==> config.mk <==
export PLATFORM = sky130hd
export DESIGN_NAME = fetch_top
export DESIGN_NICKNAME = d
export VERILOG_FILES = /design/src/fetch_pkg.sv /design/src/ifu.sv /design/src/icache.sv /design/src/fetch_top.sv
export SDC_FILE = /design/constraint.sdc
export NUM_CORES = 2
export LEC_CHECK = 0
export ABC_CLOCK_PERIOD_IN_PS = 11560
export BUFFER_PORTS_ARGS = -buffer_cell sky130_fd_sc_hd__buf_2
export CAP_MARGIN = 20
export CORE_MARGIN = 2
export CORE_UTILIZATION = 55
export CTS_BUF_LIST = sky130_fd_sc_hd__clkbuf_4
export DETAILED_ROUTE_END_ITERATION = 16
export PLACE_DENSITY_LB_ADDON = 0.15
export SLEW_MARGIN = 25
export SYNTH_ARGS = -nofsm -noshare
export SYNTH_HDL_FRONTEND = slang
export SYNTH_HIERARCHICAL = 1
export SYNTH_MEMORY_MAX_BITS = 65536
export SYNTH_SLANG_ARGS = --single-unit
==> constraint.sdc <==
create_clock -name clock -period 11.56 [get_ports clock]
set_clock_uncertainty 0.2 [all_clocks]
set_input_delay 3.468 -clock clock [delete_from_list [all_inputs] [get_ports clock]]
set_output_delay 3.468 -clock clock [all_outputs]
set_load 0.05 [all_outputs]
==> src/fetch_pkg.sv <==
`default_nettype none

package fetch_pkg;

	localparam logic [31:0] reset_pc = 32'h3000_0000; // Boot flash, first fetch
	localparam logic [31:0] cache_base = 32'ha000_0000; // SDRAM start
	localparam logic [31:0] cache_limit = 32'ha200_0000; // First address past SDRAM
	localparam logic [31:0] pc_step = 32'd4; // One instruction

	localparam logic [1:0] burst_fixed = 2'b00; // Single beat, bypass reads
	localparam logic [1:0] burst_incr = 2'b01; // Line fill bursts

	localparam logic [1:0] resp_okay = 2'b00;

	// Read address channel
	typedef struct packed {
		logic [31:0] addr;
		logic [1:0] burst;
		logic [3:0] len; // Beats minus one
	} mem_ar_t;

	// Read data channel
	typedef struct packed {
		logic [31:0] data;
		logic [1:0] resp;
		logic last; // Final beat of the burst
	} mem_r_t;

	// One fill word from ifu into the cache
	typedef struct packed {
		logic [31:0] line_addr; // Line aligned
		logic [2:0] offset; // Word within the line
		logic [31:0] data;
	} fill_beat_t;

	// Handed on to decode
	typedef struct packed {
		logic [31:0] pc;
		logic [31:0] inst;
		logic fault; // Memory answered with an error
	} fetch_out_t;

	// Mispredict or jump from the back end
	typedef struct packed {
		logic valid; // Single cycle pulse
		logic [31:0] target;
	} redirect_t;

endpackage

`default_nettype wire

==> src/ifu.sv <==
`timescale 1ns/1ns
`default_nettype none

module ifu #(
	parameter int line_words = 8
) (
	input wire clock,
	input wire reset,
	output fetch_pkg::mem_ar_t mem_ar,
	output logic mem_ar_valid,
	input wire mem_ar_ready,
	input wire fetch_pkg::mem_r_t mem_r,
	input wire mem_r_valid,
	output logic lookup_valid,
	output logic [31:0] lookup_addr,
	input wire hit,
	input wire [31:0] hit_inst,
	output fetch_pkg::fill_beat_t fill,
	output logic fill_valid,
	input wire fetch_pkg::redirect_t redirect,
	output fetch_pkg::fetch_out_t out,
	output logic out_valid,
	input wire out_ready
);

	localparam int offset_w = $clog2(line_words); // Word offset bits in a line
	localparam logic [31:0] line_mask = 32'(line_words * 4) - 32'd1; // Byte offset bits

	typedef enum logic [2:0] {
		idle, // Picks cached or bypass path, issues the lookup
		lookup, // Cache answer arrives
		miss_request,
		miss_wait,
		bypass_request,
		bypass_wait,
		hold // out_valid high until decode takes it
	} state_t;

	state_t state, state_next;
	logic [31:0] pc, pc_next;
	logic pending_valid; // Redirect seen while a read was outstanding
	logic [31:0] pending_target;
	logic [offset_w-1:0] beat_count; // Word offset of the next fill beat
	logic fill_err; // An earlier beat of this line came back with an error
	fetch_pkg::fetch_out_t out_q;

	logic mem_r_ready;
	logic cacheable;
	logic beat;
	logic beat_err;
	logic word_match;
	logic outstanding;
	logic burst_done;
	logic redirect_now;
	logic [31:0] redirect_pc;
	logic [31:0] line_addr;

	assign mem_r_ready = 1'b1; // Fetch always sinks read data
	assign cacheable = pc >= fetch_pkg::cache_base && pc < fetch_pkg::cache_limit;
	assign beat = mem_r_valid && mem_r_ready;
	assign beat_err = mem_r.resp != fetch_pkg::resp_okay;
	assign word_match = beat_count == pc[offset_w+1:2]; // Beat carries the wanted word
	assign line_addr = pc & ~line_mask;

	assign outstanding = state == miss_request || state == miss_wait ||
		state == bypass_request || state == bypass_wait;
	assign burst_done = (state == miss_wait && beat && mem_r.last) ||
		(state == bypass_wait && beat);

	// A redirect in the closing cycle wins over the remembered one
	assign redirect_now = redirect.valid || pending_valid;
	assign redirect_pc = redirect.valid ? redirect.target : pending_target;

	assign lookup_valid = state == idle && cacheable;
	assign lookup_addr = pc;

	assign mem_ar_valid = state == miss_request || state == bypass_request;
	assign mem_ar.addr = state == miss_request ? line_addr : pc; // Stable, pc frozen here
	assign mem_ar.burst = state == miss_request ? fetch_pkg::burst_incr : fetch_pkg::burst_fixed;
	assign mem_ar.len = state == miss_request ? 4'(line_words - 1) : 4'd0;

	// Once a beat fails the rest of the line is kept out, so it never turns valid
	assign fill_valid = state == miss_wait && beat && !fill_err && !beat_err;
	assign fill.line_addr = line_addr;
	assign fill.offset = 3'(beat_count);
	assign fill.data = mem_r.data;

	assign out = out_q;
	assign out_valid = state == hold;

	always_comb begin
		state_next = state;
		pc_next = pc;
		case (state)
			idle: begin
				if (redirect.valid) begin
					pc_next = redirect.target; // Answer to the old lookup is ignored
				end else if (cacheable) begin
					state_next = lookup;
				end else begin
					state_next = bypass_request;
				end
			end
			lookup: begin
				if (redirect.valid) begin
					pc_next = redirect.target;
					state_next = idle;
				end else if (hit) begin
					state_next = hold;
				end else begin
					state_next = miss_request;
				end
			end
			miss_request: begin
				if (mem_ar_ready) state_next = miss_wait;
			end
			bypass_request: begin
				if (mem_ar_ready) state_next = bypass_wait;
			end
			miss_wait, bypass_wait: begin
				if (burst_done) begin
					if (redirect_now) begin
						pc_next = redirect_pc; // Wrong path word dropped
						state_next = idle;
					end else begin
						state_next = hold;
					end
				end
			end
			hold: begin
				if (redirect.valid) begin
					pc_next = redirect.target; // Flush regardless of out_ready
					state_next = idle;
				end else if (out_ready) begin
					pc_next = pc + fetch_pkg::pc_step;
					state_next = idle;
				end
			end
			default: state_next = idle;
		endcase
	end

	always_ff @(posedge clock) begin
		if (reset) begin
			state <= idle;
			pc <= fetch_pkg::reset_pc;
			pending_valid <= 1'b0;
			beat_count <= '0;
			fill_err <= 1'b0;
		end else begin
			state <= state_next;
			pc <= pc_next;
			if (burst_done) begin
				pending_valid <= 1'b0;
			end else if (redirect.valid && outstanding) begin
				pending_valid <= 1'b1; // Read must finish first
			end
			if (state == miss_request && mem_ar_ready) begin
				beat_count <= '0;
				fill_err <= 1'b0;
			end else if (state == miss_wait && beat) begin
				beat_count <= beat_count + 1'b1;
				if (beat_err) fill_err <= 1'b1;
			end
		end
	end

	always_ff @(posedge clock) begin
		if (redirect.valid) pending_target <= redirect.target; // Latest redirect kept
		if (state == lookup && hit) begin
			out_q <= '{pc: pc, inst: hit_inst, fault: 1'b0};
		end
		if (state == miss_wait && beat && word_match) begin
			out_q <= '{pc: pc, inst: mem_r.data, fault: beat_err};
		end
		if (state == bypass_wait && beat) begin
			out_q <= '{pc: pc, inst: mem_r.data, fault: beat_err};
		end
	end

	// Read request must not change or vanish before the memory takes it
	assert property (@(posedge clock) disable iff (reset)
		mem_ar_valid && !mem_ar_ready |=> mem_ar_valid && $stable(mem_ar));

	// Lookup, fill and output each own a separate phase
	assert property (@(posedge clock) disable iff (reset)
		lookup_valid |=> !out_valid && !fill_valid);

endmodule

`default_nettype wire

==> src/icache.sv <==
`timescale 1ns/1ns
`default_nettype none

module icache #(
	parameter int line_words = 8,
	parameter int cache_lines = 16
) (
	input wire clock,
	input wire reset,
	input wire lookup_valid,
	input wire [31:0] lookup_addr,
	output logic hit,
	output logic [31:0] hit_inst,
	input wire fetch_pkg::fill_beat_t fill,
	input wire fill_valid
);

	localparam int offset_w = $clog2(line_words);
	localparam int index_w = $clog2(cache_lines);
	localparam int tag_w = 32 - 2 - offset_w - index_w; // Rest above index and offset

	logic [cache_lines-1:0] line_valid;
	logic [tag_w-1:0] tag_mem [cache_lines];
	logic [31:0] data_mem [cache_lines * line_words]; // Index and offset concatenated

	logic lookup_valid_q;
	logic [31:0] lookup_addr_q;

	logic [tag_w-1:0] lookup_tag;
	logic [index_w-1:0] lookup_index;
	logic [offset_w-1:0] lookup_offset;

	logic [tag_w-1:0] fill_tag;
	logic [index_w-1:0] fill_index;
	logic [offset_w-1:0] fill_offset;
	logic fill_first;
	logic fill_last;

	// Address split of the registered lookup
	assign lookup_tag = lookup_addr_q[31 -: tag_w];
	assign lookup_index = lookup_addr_q[offset_w+2 +: index_w];
	assign lookup_offset = lookup_addr_q[2 +: offset_w];

	assign fill_tag = fill.line_addr[31 -: tag_w];
	assign fill_index = fill.line_addr[offset_w+2 +: index_w];
	assign fill_offset = fill.offset[offset_w-1:0];
	assign fill_first = fill_offset == '0;
	assign fill_last = fill_offset == offset_w'(line_words - 1); // Beat marked last

	// Answer one cycle after the request
	assign hit = lookup_valid_q && line_valid[lookup_index] &&
		tag_mem[lookup_index] == lookup_tag;
	assign hit_inst = data_mem[{lookup_index, lookup_offset}];

	always_ff @(posedge clock) begin
		if (reset) begin
			line_valid <= '0;
			lookup_valid_q <= 1'b0;
		end else begin
			lookup_valid_q <= lookup_valid;
			if (fill_valid && fill_last) begin
				line_valid[fill_index] <= 1'b1; // Whole line present
			end else if (fill_valid && fill_first) begin
				line_valid[fill_index] <= 1'b0; // Old line overwritten from here on
			end
		end
	end

	always_ff @(posedge clock) begin
		if (lookup_valid) lookup_addr_q <= lookup_addr;
		if (fill_valid) data_mem[{fill_index, fill_offset}] <= fill.data;
		if (fill_valid && fill_last) tag_mem[fill_index] <= fill_tag;
	end

	// A hit only ever answers a lookup from the cycle before
	assert property (@(posedge clock) disable iff (reset)
		!lookup_valid |=> !hit);

endmodule

`default_nettype wire

==> src/fetch_top.sv <==
`timescale 1ns/1ns
`default_nettype none

module fetch_top #(
	parameter int line_words = 8, // Words per line, power of two
	parameter int cache_lines = 16 // Lines in the cache, power of two
) (
	input wire clock,
	input wire reset,
	output fetch_pkg::mem_ar_t mem_ar,
	output logic mem_ar_valid,
	input wire mem_ar_ready,
	input wire fetch_pkg::mem_r_t mem_r,
	input wire mem_r_valid,
	input wire fetch_pkg::redirect_t redirect,
	output fetch_pkg::fetch_out_t out,
	output logic out_valid,
	input wire out_ready
);

	logic lookup_valid;
	logic [31:0] lookup_addr;
	logic hit;
	logic [31:0] hit_inst;
	fetch_pkg::fill_beat_t fill; // Burst beats into the data array
	logic fill_valid;

	ifu #(
		.line_words(line_words)
	) i_ifu (
		.clock(clock),
		.reset(reset),
		.mem_ar(mem_ar),
		.mem_ar_valid(mem_ar_valid),
		.mem_ar_ready(mem_ar_ready),
		.mem_r(mem_r),
		.mem_r_valid(mem_r_valid),
		.lookup_valid(lookup_valid),
		.lookup_addr(lookup_addr),
		.hit(hit),
		.hit_inst(hit_inst),
		.fill(fill),
		.fill_valid(fill_valid),
		.redirect(redirect),
		.out(out),
		.out_valid(out_valid),
		.out_ready(out_ready)
	);

	icache #(
		.line_words(line_words),
		.cache_lines(cache_lines)
	) i_icache (
		.clock(clock),
		.reset(reset),
		.lookup_valid(lookup_valid),
		.lookup_addr(lookup_addr),
		.hit(hit),
		.hit_inst(hit_inst),
		.fill(fill),
		.fill_valid(fill_valid)
	);

endmodule

`default_nettype wire

==> results.rst <==
.. list-table::
   :header-rows: 1

   * - Metric
     - Value
   * - Setup repair after global routing missed its margin
     - false
   * - Wire length of the first global-routing pass
     - 650 mm
   * - Cell with the largest stage delay on the worst path
     - inv_1
   * - Fmax achieved
     - 134 MHz
   * - Vias in the first global route
     - 90700
   * - Startpoint type of the worst setup path
     - register
   * - Power Density
     - 176 mW/mm^2
   * - Setup slack of the critical path after layout
     - 4.08 ns
   * - Outcome
     - finished clean
   * - Commonest cells after routing, fill and taps aside
     - 4559 x edfxtp_1, 1732 x clkbuf_4, 1437 x mux4_2, 227 x buf_4, 175 x nand2_1
   * - Category of the worst setup path capture point
     - output pin
   * - Critical-path maximum fanout
     - 36
   * - Most common cell after layout, fill and taps aside
     - edfxtp_1
   * - Number of warning messages in the yosys log
     - 6
   * - Library cell used as clock root buffer
     - clkbuf_4
   * - Mapped Cells
     - 7611
   * - Count of buffering cells on the critical path with inverters included
     - 3
   * - Clock slew at the register clock pins of the worst setup and hold paths
     - 0.07 ns
   * - Clock latency at the later pin of the worst-skew pair
     - 1.71 ns
   * - Critical path arrival
     - 3.82 ns
   * - Total via count in the routed design
     - 89000
   * - # port buffers
     - 175
   * - Number of gates resized after CTS
     - 0
   * - Met3 track demand over resource in global routing
     - 7.21%
   * - Core region area
     - 0.325 sq mm
   * - Post-synthesis instance area
     - 0.180 sq mm
   * - Met1 GRT Util
     - 38.8%
   * - Met2 global-route usage
     - 43.7%
   * - Fraction of final layout cells with drive strength greater than 1
     - 41.4%
   * - Die Span Y
     - 575 um
   * - Largest net degree at the start of global routing
     - 151
   * - Total routing usage reported by global routing
     - 28.3%
   * - Period Utilization, post-route
     - 64.7%
   * - # DRC
     - 0
   * - Detailed Place HPWL
     - 270 mm
   * - H-tree levels
     - 7
   * - Total of max-cap violations
     - 0
   * - CP required
     - 7.89 ns
   * - Via density per instance
     - 6.40
   * - Total congestion overflow
     - 0
   * - Final routed wirelength across all metal layers
     - 461 mm
   * - First-pass DRT Iterations
     - 6
   * - Post-layout net count
     - 8889
   * - Most Used Layer, Global Route
     - met2
   * - Count of endpoints failing setup in the final report
     - 0
   * - Cell chain of the critical path
     - buf_4 -> nand3_1 -> inv_1 -> buf_2
   * - Cell Rows
     - 209
   * - Worst-case headroom to the max-slew limit
     - 27.1%
   * - Clock tree from TritonCTS
     - yes
   * - Transition at the pin with the smallest max-transition slack
     - 1.09 ns
   * - Power consumption
     - 35.8 mW
   * - Period minus WS final
     - 7.48 ns
   * - Drt initial violations
     - 11700
   * - Clock tree buffer depth
     - 5
   * - Leak
     - 64.5 nW
   * - Worst slack at placement
     - 3.77 ns
   * - Kind of cell with the highest combined delay on the critical path
     - buffers and inverters
   * - Worst path max stage delay
     - 0.54 ns
   * - Number of sinks driven by the clock tree
     - 4655
   * - Final hold violation count
     - 0
   * - Number of placed I/O pins
     - 178
   * - Post-detailed-route count of antenna-violating nets
     - 0
   * - Hold_buf cts
     - 0
   * - Antenna violations before repair
     - 51
   * - Die outline area
     - 0.331 sq mm
   * - Area delta synth->final
     - 13.0%
   * - Mean instance size in the synthesized netlist
     - 23.6 sq um
   * - Number of setup buffers added after CTS
     - 0
   * - Overall die width
     - 575 um
   * - Initial core utilization
     - 55.3%
   * - CTS buffer count
     - 1237
   * - VDD IR max
     - 108 uV
   * - Post-Route Setup TNS
     - 0 ns
   * - Crit Path Category
     - reg -> out
   * - Max-slew violation total from the final report
     - 0
   * - Routed wirelength normalized by instance count
     - 33.2 um
   * - Class of the most critical hold timing path
     - reg -> reg
   * - GP Congestion
     - 0.871
==> through the flow <==
step / hold slack (ns) / instance area, sq um / util (%) / std cells
2_1_floorplan: 0.221 / 180000 / - / 7612
6_report: 0.267 / 203000 / 62.6 / 13900
3_3_place_gp: 0.239 / 186000 / 57.5 / 11800
3_5_place_dp: 0.260 / 188000 / 57.9 / 11900
4_1_cts: 0.259 / 202000 / 62.3 / 13800
5_1_grt: 0.255 / 203000 / 62.5 / 13900
==> power breakdown <==
part	switching, mW	total [mW]	internal [mW]	leakage (nW)
clock	6.34	13.5	7.16	8.65
combinational	2.28	3.41	1.12	14.0
sequential	0.131	18.9	18.8	41.8
==> metal layers <==
layer	wire length, um	vias up
li1	-	35700
met1	174000	47300
met2	222000	5158
met3	47000	726
met4	17300	4
met5	28	-
==> cell type report <==
class	instances	area, sq um
tap	4325	5410
clock inverter	232	1340
multi-input combinational	2407	39400
sequential	4655	139000
timing repair buffer	468	4800
clock buffer	1732	13000
antenna	29	72.6
fill	22100	122000
inverter	44	178
==> worst reg2reg max path, cell delays in order, from the launching register on <==
cell	delay, ns
dfxtp_4	0.67
buf_4	0.85
mux4_2	0.67
a22oi_1	0.20
o21ai_0	0.10
o41ai_1	0.63
a31oi_1	0.19
nor4_2	0.61
a31o_4	0.46
buf_4	0.69
==> worst paths after layout <==
path | startpoint | end | slack [ns] | cells after the start
min | i_icache/lookup_addr_q[2] | register | 0.27 | 1
min reg2reg | i_icache/lookup_addr_q[2] | register | 0.27 | 1
max reg2reg | register | i_ifu/out[15] | 5.64 | 9
max | i_ifu/state[2] | out_valid | 4.08 | 4
==> registers in the layout, summed over array words and instances (netlist names), 3 cells and up, named ones only <==
name / cells
i_icache/data_mem: 4096
i_icache/lookup_addr_q: 30
i_icache/tag_mem: 368
i_ifu/beat_count: 3
i_ifu/lookup_addr: 32
i_ifu/out: 65
i_ifu/pending_target: 32
i_ifu/state: 3
Note: power is estimated with default switching activity, not from simulation.
